--- src/hdl/sdram_cfg.svh ---
`ifndef SDRAM_CFG_SVH
`define SDRAM_CFG_SVH

// address split, row | bank | column
`define SDRAM_ROW_W   13
`define SDRAM_BANK_W  2
`define SDRAM_COL_W   8
`define SDRAM_ADDR_W  23
`define SDRAM_DATA_W  32
`define SDRAM_BANKS   4

// wait counts, n means n+1 cycles between commands
`define SDRAM_T_CAS   2
`define SDRAM_T_PRE   2
`define SDRAM_T_ACT   2
`define SDRAM_T_REF   6

// refresh counter limit in clocks
`define SDRAM_REF_INTERVAL 750
`define SDRAM_DELAY_W      4

`endif
--- src/hdl/sdram_pkg.sv ---
`default_nettype none

`include "sdram_cfg.svh"

package sdram_pkg;

    // request address, flat for queueing and split for commands
    typedef union packed {
        logic [`SDRAM_ADDR_W-1:0] flat;
        struct packed {
            logic [`SDRAM_ROW_W-1:0]  row;
            logic [`SDRAM_BANK_W-1:0] bank;
            logic [`SDRAM_COL_W-1:0]  col;
        } f;
    } sdram_addr_u;

    // bit order is cs, ras, cas, we
    typedef enum logic [3:0] {
        CMD_NOP       = 4'b0111,
        CMD_ACTIVE    = 4'b0011,
        CMD_READ      = 4'b0101,
        CMD_WRITE     = 4'b0100,
        CMD_PRECHARGE = 4'b0010,
        CMD_REFRESH   = 4'b0001
    } sdram_cmd_e;

    typedef enum logic [3:0] {
        ST_INIT      = 4'd0,
        ST_IDLE      = 4'd1,
        ST_WAIT      = 4'd2,
        ST_ACTIVATE  = 4'd3,
        ST_READ      = 4'd4,
        ST_READ_RES  = 4'd5,
        ST_WRITE     = 4'd6,
        ST_PRECHARGE = 4'd7,
        ST_REFRESH   = 4'd8
    } seq_state_e;

endpackage

`default_nettype wire

--- src/hdl/sdram_controller.sv ---
`default_nettype none

`include "sdram_cfg.svh"

module sdram_controller
    import sdram_pkg::*;
(
    input  logic                     clk,
    input  logic                     rst,
    // user port
    input  logic                     in_valid,
    input  logic                     rw,
    input  logic [`SDRAM_ADDR_W-1:0] user_addr,
    input  logic [`SDRAM_DATA_W-1:0] data_in,
    output logic                     busy,
    output logic [`SDRAM_DATA_W-1:0] data_out,
    output logic                     out_valid,
    // sdram pins
    output logic                     sdram_cke,
    output logic                     sdram_cs,
    output logic                     sdram_ras,
    output logic                     sdram_cas,
    output logic                     sdram_we,
    output logic                     sdram_dqm,
    output logic [`SDRAM_BANK_W-1:0] sdram_ba,
    output logic [`SDRAM_ROW_W-1:0]  sdram_a,
    output logic [`SDRAM_DATA_W-1:0] sdram_dqo,
    output logic                     sdram_dq_oe,
    input  logic [`SDRAM_DATA_W-1:0] sdram_dqi
);

    logic                     ref_req, ref_ack;
    sdram_addr_u              q_addr;
    logic                     row_hit, bank_open;
    logic                     act_en, pre_en, pre_all;
    logic [`SDRAM_BANK_W-1:0] pre_bank;
    logic                     cke;
    sdram_cmd_e               cmd;
    logic [`SDRAM_BANK_W-1:0] ba;
    logic [`SDRAM_ROW_W-1:0]  a;
    logic [`SDRAM_DATA_W-1:0] wdata, rd_data;
    logic                     wr_en;

    // no byte masking, full words only
    assign sdram_dqm = 1'b0;

    refresh_timer refresh_timer_i (
        .clk     (clk),
        .rst     (rst),
        .ref_ack (ref_ack),
        .ref_req (ref_req)
    );

    bank_tracker bank_tracker_i (
        .clk       (clk),
        .rst       (rst),
        .addr      (q_addr),
        .act_en    (act_en),
        .pre_en    (pre_en),
        .pre_all   (pre_all),
        .pre_bank  (pre_bank),
        .row_hit   (row_hit),
        .bank_open (bank_open)
    );

    cmd_sequencer cmd_sequencer_i (
        .clk       (clk),
        .rst       (rst),
        .in_valid  (in_valid),
        .rw        (rw),
        .user_addr (user_addr),
        .data_in   (data_in),
        .busy      (busy),
        .out_valid (out_valid),
        .data_out  (data_out),
        .ref_req   (ref_req),
        .ref_ack   (ref_ack),
        .q_addr    (q_addr),
        .row_hit   (row_hit),
        .bank_open (bank_open),
        .act_en    (act_en),
        .pre_en    (pre_en),
        .pre_all   (pre_all),
        .pre_bank  (pre_bank),
        .cke       (cke),
        .cmd       (cmd),
        .ba        (ba),
        .a         (a),
        .wdata     (wdata),
        .wr_en     (wr_en),
        .rd_data   (rd_data)
    );

    sdram_pins sdram_pins_i (
        .clk         (clk),
        .rst         (rst),
        .cke_in      (cke),
        .cmd         (cmd),
        .ba_in       (ba),
        .a_in        (a),
        .wdata       (wdata),
        .wr_en       (wr_en),
        .sdram_cke   (sdram_cke),
        .sdram_cs    (sdram_cs),
        .sdram_ras   (sdram_ras),
        .sdram_cas   (sdram_cas),
        .sdram_we    (sdram_we),
        .sdram_ba    (sdram_ba),
        .sdram_a     (sdram_a),
        .sdram_dqo   (sdram_dqo),
        .sdram_dq_oe (sdram_dq_oe),
        .sdram_dqi   (sdram_dqi),
        .rd_data     (rd_data)
    );

endmodule

`default_nettype wire

--- src/hdl/sdram_pins.sv ---
`default_nettype none

`include "sdram_cfg.svh"

module sdram_pins
    import sdram_pkg::*;
(
    input  logic                     clk,
    input  logic                     rst,
    input  logic                     cke_in,
    input  sdram_cmd_e               cmd,
    input  logic [`SDRAM_BANK_W-1:0] ba_in,
    input  logic [`SDRAM_ROW_W-1:0]  a_in,
    input  logic [`SDRAM_DATA_W-1:0] wdata,
    input  logic                     wr_en,
    output logic                     sdram_cke,
    output logic                     sdram_cs,
    output logic                     sdram_ras,
    output logic                     sdram_cas,
    output logic                     sdram_we,
    output logic [`SDRAM_BANK_W-1:0] sdram_ba,
    output logic [`SDRAM_ROW_W-1:0]  sdram_a,
    output logic [`SDRAM_DATA_W-1:0] sdram_dqo,
    output logic                     sdram_dq_oe,
    input  logic [`SDRAM_DATA_W-1:0] sdram_dqi,
    output logic [`SDRAM_DATA_W-1:0] rd_data
);

    sdram_cmd_e cmd_q;

    always_ff @(posedge clk) begin
        if (rst) begin
            sdram_cke   <= 1'b0;
            sdram_dq_oe <= 1'b0;
            cmd_q       <= CMD_NOP;
        end else begin
            sdram_cke   <= cke_in;
            sdram_dq_oe <= wr_en;
            cmd_q       <= cmd;
        end
    end

    // address, write data and read capture
    always_ff @(posedge clk) begin
        sdram_ba  <= ba_in;
        sdram_a   <= a_in;
        sdram_dqo <= wdata;
        rd_data   <= sdram_dqi;
    end

    assign {sdram_cs, sdram_ras, sdram_cas, sdram_we} = cmd_q;

endmodule

`default_nettype wire

--- src/hdl/cmd_sequencer.sv ---
`default_nettype none

`include "sdram_cfg.svh"

module cmd_sequencer
    import sdram_pkg::*;
(
    input  logic                     clk,
    input  logic                     rst,
    input  logic                     in_valid,
    input  logic                     rw,
    input  logic [`SDRAM_ADDR_W-1:0] user_addr,
    input  logic [`SDRAM_DATA_W-1:0] data_in,
    output logic                     busy,
    output logic                     out_valid,
    output logic [`SDRAM_DATA_W-1:0] data_out,
    input  logic                     ref_req,
    output logic                     ref_ack,
    output sdram_addr_u              q_addr,
    input  logic                     row_hit,
    input  logic                     bank_open,
    output logic                     act_en,
    output logic                     pre_en,
    output logic                     pre_all,
    output logic [`SDRAM_BANK_W-1:0] pre_bank,
    output logic                     cke,
    output sdram_cmd_e               cmd,
    output logic [`SDRAM_BANK_W-1:0] ba,
    output logic [`SDRAM_ROW_W-1:0]  a,
    output logic [`SDRAM_DATA_W-1:0] wdata,
    output logic                     wr_en,
    input  logic [`SDRAM_DATA_W-1:0] rd_data
);

    seq_state_e                state_q, state_d;
    seq_state_e                next_q, next_d;
    logic [`SDRAM_DELAY_W-1:0] delay_q, delay_d;
    logic                      ready_q, cke_q, out_valid_q;
    logic                      pre_all_q, pre_all_d;
    logic [`SDRAM_BANK_W-1:0]  pre_bank_q, pre_bank_d;
    logic                      accept, take, read_done;

    // one-entry queue
    logic                      saved_rw_q;
    sdram_addr_u               saved_addr_q;
    logic [`SDRAM_DATA_W-1:0]  saved_data_q;

    // operation in progress
    logic                      rw_op_q;
    sdram_addr_u               addr_q;
    logic [`SDRAM_DATA_W-1:0]  data_q, rdata_q;

    logic [`SDRAM_ROW_W-1:0]   col_a;

    assign accept = ready_q && in_valid;

    // column on A[9:2], A10 low so no auto precharge
    assign col_a = {{(`SDRAM_ROW_W - `SDRAM_COL_W - 2){1'b0}}, addr_q.f.col, 2'b00};

    // decision uses the queue in IDLE, later commands use the working copy
    assign q_addr = (state_q == ST_IDLE) ? saved_addr_q : addr_q;

    always_comb begin
        state_d    = state_q;
        next_d     = next_q;
        delay_d    = delay_q;
        pre_all_d  = pre_all_q;
        pre_bank_d = pre_bank_q;
        take       = 1'b0;
        read_done  = 1'b0;
        ref_ack    = 1'b0;
        act_en     = 1'b0;
        pre_en     = 1'b0;
        wr_en      = 1'b0;
        cmd        = CMD_NOP;
        ba         = '0;
        a          = '0;
        case (state_q)
            ST_INIT: begin
                state_d = ST_IDLE;
            end
            ST_IDLE: begin
                if (ref_req) begin
                    // close everything before auto-refresh
                    ref_ack   = 1'b1;
                    pre_all_d = 1'b1;
                    state_d   = ST_PRECHARGE;
                    next_d    = ST_REFRESH;
                end else if (!ready_q) begin
                    take = 1'b1;
                    if (row_hit) begin
                        state_d = saved_rw_q ? ST_WRITE : ST_READ;
                    end else if (bank_open) begin
                        pre_all_d  = 1'b0;
                        pre_bank_d = saved_addr_q.f.bank;
                        state_d    = ST_PRECHARGE;
                        next_d     = ST_ACTIVATE;
                    end else begin
                        state_d = ST_ACTIVATE;
                    end
                end
            end
            ST_WAIT: begin
                delay_d = delay_q - 1'b1;
                if (delay_q == '0) begin
                    state_d = next_q;
                end
            end
            ST_ACTIVATE: begin
                cmd     = CMD_ACTIVE;
                ba      = addr_q.f.bank;
                a       = addr_q.f.row;
                act_en  = 1'b1;
                delay_d = `SDRAM_DELAY_W'(`SDRAM_T_ACT);
                next_d  = rw_op_q ? ST_WRITE : ST_READ;
                state_d = ST_WAIT;
            end
            ST_READ: begin
                cmd     = CMD_READ;
                ba      = addr_q.f.bank;
                a       = col_a;
                delay_d = `SDRAM_DELAY_W'(`SDRAM_T_CAS);
                next_d  = ST_READ_RES;
                state_d = ST_WAIT;
            end
            ST_READ_RES: begin
                read_done = 1'b1;
                state_d   = ST_IDLE;
            end
            ST_WRITE: begin
                cmd     = CMD_WRITE;
                ba      = addr_q.f.bank;
                a       = col_a;
                wr_en   = 1'b1;
                delay_d = `SDRAM_DELAY_W'(`SDRAM_T_CAS);
                next_d  = ST_IDLE;
                state_d = ST_WAIT;
            end
            ST_PRECHARGE: begin
                cmd     = CMD_PRECHARGE;
                ba      = pre_bank_q;
                a[10]   = pre_all_q;
                pre_en  = 1'b1;
                delay_d = `SDRAM_DELAY_W'(`SDRAM_T_PRE);
                state_d = ST_WAIT;
            end
            ST_REFRESH: begin
                cmd     = CMD_REFRESH;
                delay_d = `SDRAM_DELAY_W'(`SDRAM_T_REF);
                next_d  = ST_IDLE;
                state_d = ST_WAIT;
            end
            default: begin
                state_d = ST_INIT;
            end
        endcase
    end

    always_ff @(posedge clk) begin
        if (rst) begin
            state_q     <= ST_INIT;
            next_q      <= ST_IDLE;
            delay_q     <= '0;
            ready_q     <= 1'b0;
            cke_q       <= 1'b0;
            out_valid_q <= 1'b0;
            pre_all_q   <= 1'b0;
        end else begin
            state_q     <= state_d;
            next_q      <= next_d;
            delay_q     <= delay_d;
            pre_all_q   <= pre_all_d;
            out_valid_q <= read_done;
            if (state_q == ST_INIT) begin
                cke_q <= 1'b1;
            end
            // queue frees on init or when IDLE pops it
            if (state_q == ST_INIT || take) begin
                ready_q <= 1'b1;
            end else if (accept) begin
                ready_q <= 1'b0;
            end
        end
    end

    always_ff @(posedge clk) begin
        if (accept) begin
            saved_rw_q        <= rw;
            saved_addr_q.flat <= user_addr;
            saved_data_q      <= data_in;
        end
        if (take) begin
            rw_op_q <= saved_rw_q;
            addr_q  <= saved_addr_q;
            data_q  <= saved_data_q;
        end
        if (read_done) begin
            rdata_q <= rd_data;
        end
        pre_bank_q <= pre_bank_d;
    end

    assign busy      = !ready_q;
    assign out_valid = out_valid_q;
    assign data_out  = rdata_q;
    assign cke       = cke_q;
    assign wdata     = data_q;
    assign pre_all   = pre_all_q;
    assign pre_bank  = pre_bank_q;

endmodule

`default_nettype wire

--- src/hdl/bank_tracker.sv ---
`default_nettype none

`include "sdram_cfg.svh"

module bank_tracker
    import sdram_pkg::*;
(
    input  logic                     clk,
    input  logic                     rst,
    input  sdram_addr_u              addr,
    input  logic                     act_en,
    input  logic                     pre_en,
    input  logic                     pre_all,
    input  logic [`SDRAM_BANK_W-1:0] pre_bank,
    output logic                     row_hit,
    output logic                     bank_open
);

    logic [`SDRAM_BANKS-1:0] open_q;
    logic [`SDRAM_ROW_W-1:0] row_q [`SDRAM_BANKS];

    // open flags per bank
    always_ff @(posedge clk) begin
        if (rst) begin
            open_q <= '0;
        end else begin
            if (pre_en) begin
                if (pre_all) begin
                    open_q <= '0;
                end else begin
                    open_q[pre_bank] <= 1'b0;
                end
            end
            if (act_en) begin
                open_q[addr.f.bank] <= 1'b1;
            end
        end
    end

    // row only meaningful while the open flag is set
    always_ff @(posedge clk) begin
        if (act_en) begin
            row_q[addr.f.bank] <= addr.f.row;
        end
    end

    assign bank_open = open_q[addr.f.bank];
    assign row_hit   = bank_open && (row_q[addr.f.bank] == addr.f.row);

endmodule

`default_nettype wire

--- src/hdl/refresh_timer.sv ---
`default_nettype none

`include "sdram_cfg.svh"

module refresh_timer (
    input  logic clk,
    input  logic rst,
    input  logic ref_ack,
    output logic ref_req
);

    logic [9:0] ref_cnt_q;

    always_ff @(posedge clk) begin
        if (rst) begin
            ref_cnt_q <= '0;
            ref_req   <= 1'b0;
        end else begin
            if (ref_cnt_q > 10'(`SDRAM_REF_INTERVAL)) begin
                // new interval starts, a fresh request wins over a late ack
                ref_cnt_q <= '0;
                ref_req   <= 1'b1;
            end else begin
                ref_cnt_q <= ref_cnt_q + 10'd1;
                if (ref_ack) begin
                    ref_req <= 1'b0;
                end
            end
        end
    end

endmodule

`default_nettype wire

--- config.mk ---
export PLATFORM = sky130hd
export DESIGN_NAME = sdram_controller
export DESIGN_NICKNAME = d
export VERILOG_FILES = /design/src/hdl/sdram_pkg.sv /design/src/hdl/sdram_controller.sv /design/src/hdl/sdram_pins.sv /design/src/hdl/cmd_sequencer.sv /design/src/hdl/bank_tracker.sv /design/src/hdl/refresh_timer.sv
export VERILOG_INCLUDE_DIRS = /design/src /design/src/hdl
export SDC_FILE = /design/constraint.sdc
export NUM_CORES = 1
export LEC_CHECK = 0
export CAP_MARGIN = 20
export CORE_MARGIN = 1
export CORE_UTILIZATION = 50
export CTS_BUF_LIST = sky130_fd_sc_hd__clkbuf_16
export DETAILED_ROUTE_END_ITERATION = 6
export DONT_BUFFER_PORTS = 1
export RECOVER_POWER = 50
export SLEW_MARGIN = 20
export SYNTH_ARGS = -nofsm -noshare
export SYNTH_HDL_FRONTEND = slang
export SYNTH_HIERARCHICAL = 1
export SYNTH_SLANG_ARGS = --single-unit
--- constraint.sdc ---
create_clock -name clk -period 6.66 [get_ports clk]
set_clock_uncertainty 0.1 [all_clocks]
set_input_delay 0.666 -clock clk [delete_from_list [all_inputs] [get_ports clk]]
set_output_delay 0.666 -clock clk [all_outputs]
set_load 0.05 [all_outputs]
==> results of run 1 <==
-- report_power, final --
part	internal (W)	leakage [nW]	switching (W)
Combinational	0.000276	0.721	0.000479
Sequential	0.00248	2.78	0.000385
Clock	0.000944	0.523	0.000688
Total	0.00370	4.02	0.00155
-- final cells by class --
type	instances	area (sq um)
Clock buffer	32	801
Clock inverter	26	176
Fill cell	1511	8250
Inverter	12	45.0
Multi-Input combinational cell	255	1810
Sequential cell	314	8270
Tap cell	265	332
Timing Repair Buffer	13	103
-- metrics by stage --
step	utilization, %	instances	worst slack, ns
2_1_floorplan	-	605	0.759
3_3_place_gp	53.2	854	1.99
3_5_place_dp	53.2	854	1.74
4_1_cts	58.1	912	1.76
5_1_grt	58.3	917	1.69
6_report	58.3	917	2.20
-- sequential cells by signal (all words and copies together) (netlist names), 4 cells and up --
| register | flops |
|---|---|
| bank_tracker_i/open_q | 4 |
| sdram_pins_i/sdram_a | 13 |
| cmd_sequencer_i/delay_q | 4 |
| sdram_pins_i/rd_data | 32 |
| cmd_sequencer_i/addr_q | 23 |
| sdram_pins_i/cmd_q | 4 |
| cmd_sequencer_i/saved_addr_q | 23 |
| cmd_sequencer_i/data_out | 32 |
| sdram_pins_i/sdram_dqo | 32 |
| cmd_sequencer_i/saved_data_q | 32 |
| cmd_sequencer_i/next_q | 4 |
| cmd_sequencer_i/state_q | 4 |
| refresh_timer_i/ref_cnt_q | 10 |
| cmd_sequencer_i/wdata | 32 |
| bank_tracker_i/row_q | 52 |
-- what timing repair did --
action	CTS	global route
endpoints found under the setup margin	0	0
endpoints found under the hold margin	0	5
hold buffers	0	5
-- placed cells by master (no fill, tap or decap), types with 12 or more instances in the layout --
cell / n
sky130_fd_sc_hd__nand2_1: 54
sky130_fd_sc_hd__nor3_1: 18
sky130_fd_sc_hd__clkbuf_16: 32
sky130_fd_sc_hd__a21oi_1: 12
sky130_fd_sc_hd__o21ai_0: 15
sky130_fd_sc_hd__mux4_2: 12
sky130_fd_sc_hd__nor2_1: 17
sky130_fd_sc_hd__inv_1: 23
sky130_fd_sc_hd__edfxtp_1: 198
sky130_fd_sc_hd__xnor2_1: 21
sky130_fd_sc_hd__dfxtp_1: 116
-- worst max path at each step --
stage / startpoint / to / slack [ns] / depth (start not counted)
after floorplan: cmd_sequencer_i/state_q[2] / cmd_sequencer_i/pre_bank[0] / 0.76 / 5
after global placement: cmd_sequencer_i/state_q[0] / cmd_sequencer_i/next_q[0] / 1.99 / 12
after detailed placement: cmd_sequencer_i/state_q[0] / cmd_sequencer_i/next_q[0] / 1.74 / 12
after CTS: cmd_sequencer_i/state_q[0] / cmd_sequencer_i/next_q[3] / 1.76 / 12
after global routing: cmd_sequencer_i/state_q[0] / cmd_sequencer_i/next_q[0] / 1.69 / 13
final: cmd_sequencer_i/state_q[0] / cmd_sequencer_i/next_q[3] / 2.20 / 13
-- critical path, cell delays in order (launching register included) --
cell	delay (ns)
sky130_fd_sc_hd__dfxtp_1	0.68
sky130_fd_sc_hd__nand2b_1	0.22
sky130_fd_sc_hd__nor3_2	0.14
sky130_fd_sc_hd__buf_4	0.26
sky130_fd_sc_hd__nand2_1	0.09
sky130_fd_sc_hd__nand2_2	0.49
sky130_fd_sc_hd__mux4_2	0.59
sky130_fd_sc_hd__xnor2_1	0.17
sky130_fd_sc_hd__nand4_1	0.19
sky130_fd_sc_hd__a2111oi_2	0.52
sky130_fd_sc_hd__inv_1	0.19
sky130_fd_sc_hd__a311oi_4	0.46
sky130_fd_sc_hd__o21ai_1	0.12
sky130_fd_sc_hd__a21oi_1	0.16
-- routing by layer --
metal | GRT usage, % | part of all wire (%) | vias up
met1 | 21.4 | 41 | 2337
met5 | 0 | 0 | -
met4 | 5.21 | 2.2 | 0
met3 | 6.57 | 9.2 | 32
met2 | 26.8 | 47 | 188
li1 | - | - | 2269
==> summary by stage, run 1 <==
Run
Across the run, the number of max-cap violations was 1.

Placed design
The count of buffers added on input and output ports is 0. In this run the cell area measured after placement is 0.0105 sq mm. The congestion estimate from routability-driven global placement came to 0.824.

The estimated wirelength of the detail-placed design is 11200 um.

STA
Setup repair after global routing left no endpoint under its margin. Derived from the worst setup path, the maximum achievable clock frequency is 224 MHz. The worst path needs 4.46 ns of the cycle, external delays included. The number of failing hold endpoints at the final stage is 0. The final count of pins violating max slew is 57. The final critical path takes up 67.0% of the cycle. The worst slew margin relative to its limit is -120%. Setup total negative slack on the finished layout was measured at 0 ns. Setup violations remaining at the end of the flow were counted as 0.

The transition time of the tightest slew-check pin is 3.30 ns. Final hold analysis gives a worst-case slack of 0.0297 ns.

Floorplanning
The floorplan die height is 145 um. During I/O placement, the number of pins put on the boundary was 179. The horizontal extent of the die is 145 um. In this run the standard cell core region covers 0.0198 sq mm. The floorplan row count is 51. The die area is 0.0210 sq mm.

For this configuration, the core starts out at a cell density of 51.7%.

Critical path
Counting cells, the worst reg-to-reg path comes to 13. In this run the critical register-to-register path is captured at cmd_sequencer_i/next_q[3]. The required arrival time at the worst endpoint is 7.05 ns.

Setup slack on the worst reg-to-reg path comes out at 2.20 ns. The critical path class is flip-flop to flip-flop. The arrival time of the worst setup path is 4.85 ns.

The worst setup path is captured at a flip-flop. The start of the worst register-to-register path is cmd_sequencer_i/state_q[0]. The kind of start point of the critical path is a flip-flop. In this run the worst path has a maximum fanout of 20.

Routing
Wires add up to 17700 um. The routed layout has 4826 vias. The detailed-router iteration count before antenna repair is 4. The number of routed nets with antenna violations is 0.

In the routed design, unresolved DRC markers number 0. The detailed-route vias per instance is 5.26. The average routed wire per standard cell is 19.3 um.

For this block, the initial DRC count from the detailed router was 269.

Clock tree
The CTS tree is built. The number of setup buffers added after CTS is 0. The maximum count of clock buffers along a single path is 3.

For this design, the sink count on the clock tree is 314. The number of clock buffers added by TritonCTS is 31. CTS built an H-tree with a depth of 1. The insertion delay to the later sink of the worst-skew pair is 0.56 ns. The clock transition at the registers of the reported paths is 0.06 ns. The number of gates resized after cts is 0.

The tree is rooted in a sky130_fd_sc_hd__clkbuf_16.

Worst hold path
The class of the worst hold path is primary input to flip-flop. The hold-critical path depth is 0. The startpoint identified for the worst hold timing path is sdram_dqi[9].

The end point of the worst hold path is sdram_pins_i/rd_data[9].

Yosys
Averaged over all synthesized cells, the footprint is 16.9 sq um. The Yosys step of the flow raised 6 warnings. Synthesis produced a netlist whose cell count is 605. The synthesized net count is 699. The mapped netlist covers 0.0102 sq mm.

Final layout
The final standard cell area without fillers is 0.0115 sq mm. Of the cells placed in the final design, the portion with a size suffix greater than 1 is 12.0%. The number of antenna diodes in the final layout is 0.

The net total in the final layout is 721. The layout overhead on the synthesized area is 12.8%.

GRT
The first global-routing pass estimated 27400 um of wire. The initial antenna violation count is 0. The pin count of the biggest net entering global routing is 57.

The number of global-route vias before repair is 4805. In the global route stage, overall resource usage came out at 16.9%. The aggregate global routing overflow is 0.

Power
In this run the static leakage power is 4.02 nW. The completed layout was analyzed and its total power is 0.00525 W. IR analysis of the VDD net gives a maximum drop of 0.279 mV.

For this design the ratio of total power to cell area is 455 mW/mm^2.

Run status
The run finished, with violations left. The final reports fail on max-capacitance violations, max-slew violations.
Note: power is estimated with default switching activity, not from simulation.
==> inputs of run 2 (changes only) <==
- clock period: 6.66 -> 4.4 ns (I/O delays scaled with it)
==> summary by stage, run 2 (same netlist as run 1, synthesis figures left out) <==
Power
The ratio of total power to cell area is 648 mW/mm^2 (+42%). The maximum VDD drop was 0.591 mV (+110%). The leakage component of the power is 4.39 nW (+9.1%).

Final layout
The library cell used most frequently in the layout, excluding fill and tap cells, is sky130_fd_sc_hd__edfxtp_1. bank_tracker_i/row_q holds more flip-flops than any other register. The net total in the final layout is 808 (+12%).

The final antenna diode count was 0 (unchanged). In the layout the commonest cells are sky130_fd_sc_hd__edfxtp_1, sky130_fd_sc_hd__dfxtp_1, sky130_fd_sc_hd__dlygate4sd3_1, sky130_fd_sc_hd__nand2_1, sky130_fd_sc_hd__clkbuf_16. The filler cell count came to 1441 (-4.6%). The number of flip-flops in the largest register is 52 (unchanged). The share of final-layout standard cells stronger than drive strength 1 is 11.6% (-0.33 points).

Relative to the synthesized area, the layout overhead comes to 21.5%.

Critical path
The nature of the critical path endpoint is a flip-flop. The capture point of the worst reg-to-reg path is cmd_sequencer_i/next_q[0]. The depth of the worst register-to-register path came to 12 (-1).

The flop-to-flop setup slack is 0.58 ns (-1.62 ns). The arrival time of the worst setup path is 4.15 ns (-0.70 ns). The most critical setup path has its endpoint at cmd_sequencer_i/next_q[0].

The worst setup path is launched from a flip-flop. The launch point of the critical path is cmd_sequencer_i/state_q[2]. The critical path class is flip-flop to flip-flop.

The required arrival time at the worst endpoint was 4.73 ns (-2.32 ns). The highest fanout seen on the critical path came to 20 (unchanged). The startpoint identified for the worst register-to-register timing path is cmd_sequencer_i/state_q[2].

Floorplanning
The horizontal extent of the die came to 145 um (unchanged). The die area is 0.0210 sq mm (unchanged). The number of top-level design ports is 179 (unchanged). The core box area came to 0.0198 sq mm (unchanged). The floorplan die height came to 145 um (unchanged). The floorplan row count is 51 (unchanged).

The initial standard-cell utilization of the core is 51.7% (unchanged).

Routing
The DRC violation count after routing is 0 (unchanged). The number of vias in the routed layout is 5155 (+6.8%). The total routed wirelength came to 19100 um (+7.6%). The first-iteration detailed-routing DRC count came to 243 (-9.7%). The detailed-router iteration count before antenna repair is 5 (+1).

The number of routed nets with antenna violations is 0 (unchanged). The detailed-route vias per instance is 5.13 (-2.4%). The average routed wire per standard cell is 19.0 um (-1.7%).

GRT
The global router's overall resource usage is 18.4% (+1.5 points). The global-route wire length before repair was 30300 um (+11%). The aggregate global routing overflow is 0 (unchanged). The number of global-route vias before repair is 5448 (+13%). The initial antenna violation count is 0 (unchanged).

The pin count of the biggest net entering global routing is 52 (-8.8%).

Placed design
The number of buffers added on ports is 0 (unchanged). The final weighted congestion in routability-driven placement is 0.805 (-2.2%). The worst setup slack before clock tree synthesis is 0.612 ns (-1.12 ns). The estimated wirelength of the detail-placed design is 11500 um (+2.4%).

Clock tree
The number of buffers created by CTS is 31 (unchanged). The CTS tree is built. The H-tree depth reported by CTS is 1 (unchanged). The clock transition at the registers of the reported paths is 0.06 ns (about the same). The cell at the root of the clock tree is sky130_fd_sc_hd__clkbuf_16.

The number of clock sinks was 314 (unchanged). The insertion delay to the later sink of the worst-skew pair is 0.55 ns (about the same). The maximum count of clock buffers along a single path came to 3 (unchanged). The number of gates resized after cts is 0 (unchanged).

Run status
The flow ran to the end, and the final reports show no timing, DRC or antenna violations.

STA
The final worst slack came to 0.581 ns (-1.62 ns). The transition time of the tightest slew-check pin is 1.08 ns (-2.22 ns). The portion of the clock cycle consumed by the worst path in the final layout came to 86.8% (+20 points). The final count of pins violating max slew is 0 (-100%). The setup TNS came to 0 ns (unchanged). Setup repair after global routing left no endpoint under its margin. The number of failing hold endpoints at the final stage is 0 (unchanged). The count of final setup violators is 0 (unchanged). The tightest hold margin is 0.0360 ns (+0.00630 ns). The highest achievable clock rate is 262 MHz (+17%).

The worst slew margin relative to its limit is 27.9% (+150 points). The final period demand of the worst path is 3.82 ns (-0.642 ns).

Worst hold path
The class of the worst hold path is primary input to flip-flop. The hold-critical path depth is 3 (+3).

Run
The number of violations of the max-capacitance limit is 0 (-1).
==> run 2: cell types whose count changed in the layout (fill, tap and decap cells not counted), moves of 2 or more <==
cell	previous run	this run
sky130_fd_sc_hd__buf_12	0	2
sky130_fd_sc_hd__buf_4	6	9
sky130_fd_sc_hd__clkinv_1	5	3
sky130_fd_sc_hd__clkinv_2	5	7
sky130_fd_sc_hd__clkinvlp_4	1	3
sky130_fd_sc_hd__dlygate4sd3_1	5	88
sky130_fd_sc_hd__inv_1	23	21
==> run 2: what timing repair did <==
| action | CTS | global route |
|---|---|---|
| endpoints found under the hold margin | 122 | 0 |
| hold buffers | 89 | 0 |
| buffers inserted | 0 | 0 |
==> run 2: cell type report <==
| cell class | instances | area, sq um | share of cell area [%] |
|---|---|---|---|
| inverter | 12 | 45.0 | 0.363 |
| tap | 265 | 332 | 2.67 |
| clock buffer | 31 | 776 | 6.25 |
| sequential | 314 | 8270 | 66.6 |
| timing repair buffer | 100 | 992 | 7.99 |
| multi-input combinational | 255 | 1820 | 14.7 |
| clock inverter | 27 | 184 | 1.48 |
==> run 2: critical path: stages (launching register included) <==
cell                        delay, ns
sky130_fd_sc_hd__dfxtp_1         0.48
sky130_fd_sc_hd__or4b_1          0.63
sky130_fd_sc_hd__nand2_1         0.11
sky130_fd_sc_hd__nand2_1         0.09
sky130_fd_sc_hd__buf_12          0.18
sky130_fd_sc_hd__mux4_2          0.44
sky130_fd_sc_hd__xnor2_1         0.16
sky130_fd_sc_hd__nand4_1         0.17
sky130_fd_sc_hd__a2111oi_2       0.46
sky130_fd_sc_hd__inv_1           0.19
sky130_fd_sc_hd__a311oi_4        0.45
sky130_fd_sc_hd__o21ai_0         0.13
sky130_fd_sc_hd__o311ai_0        0.12
==> run 2: worst min path at each step <==
| stage | slack, ns | start | endpoint |
|---|---|---|---|
| floorplan | 0.22 | cmd_sequencer_i/wdata[0] | sdram_pins_i/sdram_dqo[0] |
| global placement | 0.23 | cmd_sequencer_i/wdata[21] | sdram_pins_i/sdram_dqo[21] |
| detailed placement | 0.23 | cmd_sequencer_i/wdata[12] | sdram_pins_i/sdram_dqo[12] |
| CTS | 0.02 | in_valid | cmd_sequencer_i/ready_q |
| global route | 0.04 | in_valid | cmd_sequencer_i/ready_q |
| finish | 0.04 | in_valid | cmd_sequencer_i/ready_q |
==> run 2: where the power goes <==
group	internal, W	switching, W
clock	0.00140	0.00106
sequential	0.00374	0.000573
combinational	0.000507	0.000771
==> run 2: layer usage <==
| metal | vias up | track usage (%) | wire (um) |
|---|---|---|---|
| li1 | 2444 | - | - |
| met1 | 2486 | 23.5 | 7780 |
| met2 | 199 | 30.3 | 9240 |
| met3 | 26 | 6.10 | 1740 |
| met4 | 0 | 4.57 | 307 |
| met5 | - | 0 | 0 |
==> run 2: stage by stage <==
| step | cells | util (%) | power (W) | cell area (sq um) |
|---|---|---|---|---|
| 5_1_grt | 1004 | 62.8 | 0.00841 | 12400 |
| 3_3_place_gp | 857 | 53.4 | 0.00556 | 10600 |
| 3_5_place_dp | 857 | 53.4 | 0.00560 | 10600 |
| 4_1_cts | 1004 | 62.8 | 0.00811 | 12400 |
| 6_report | 1004 | 62.8 | 0.00804 | 12400 |
| 2_1_floorplan | 605 | - | 0.00523 | 10200 |
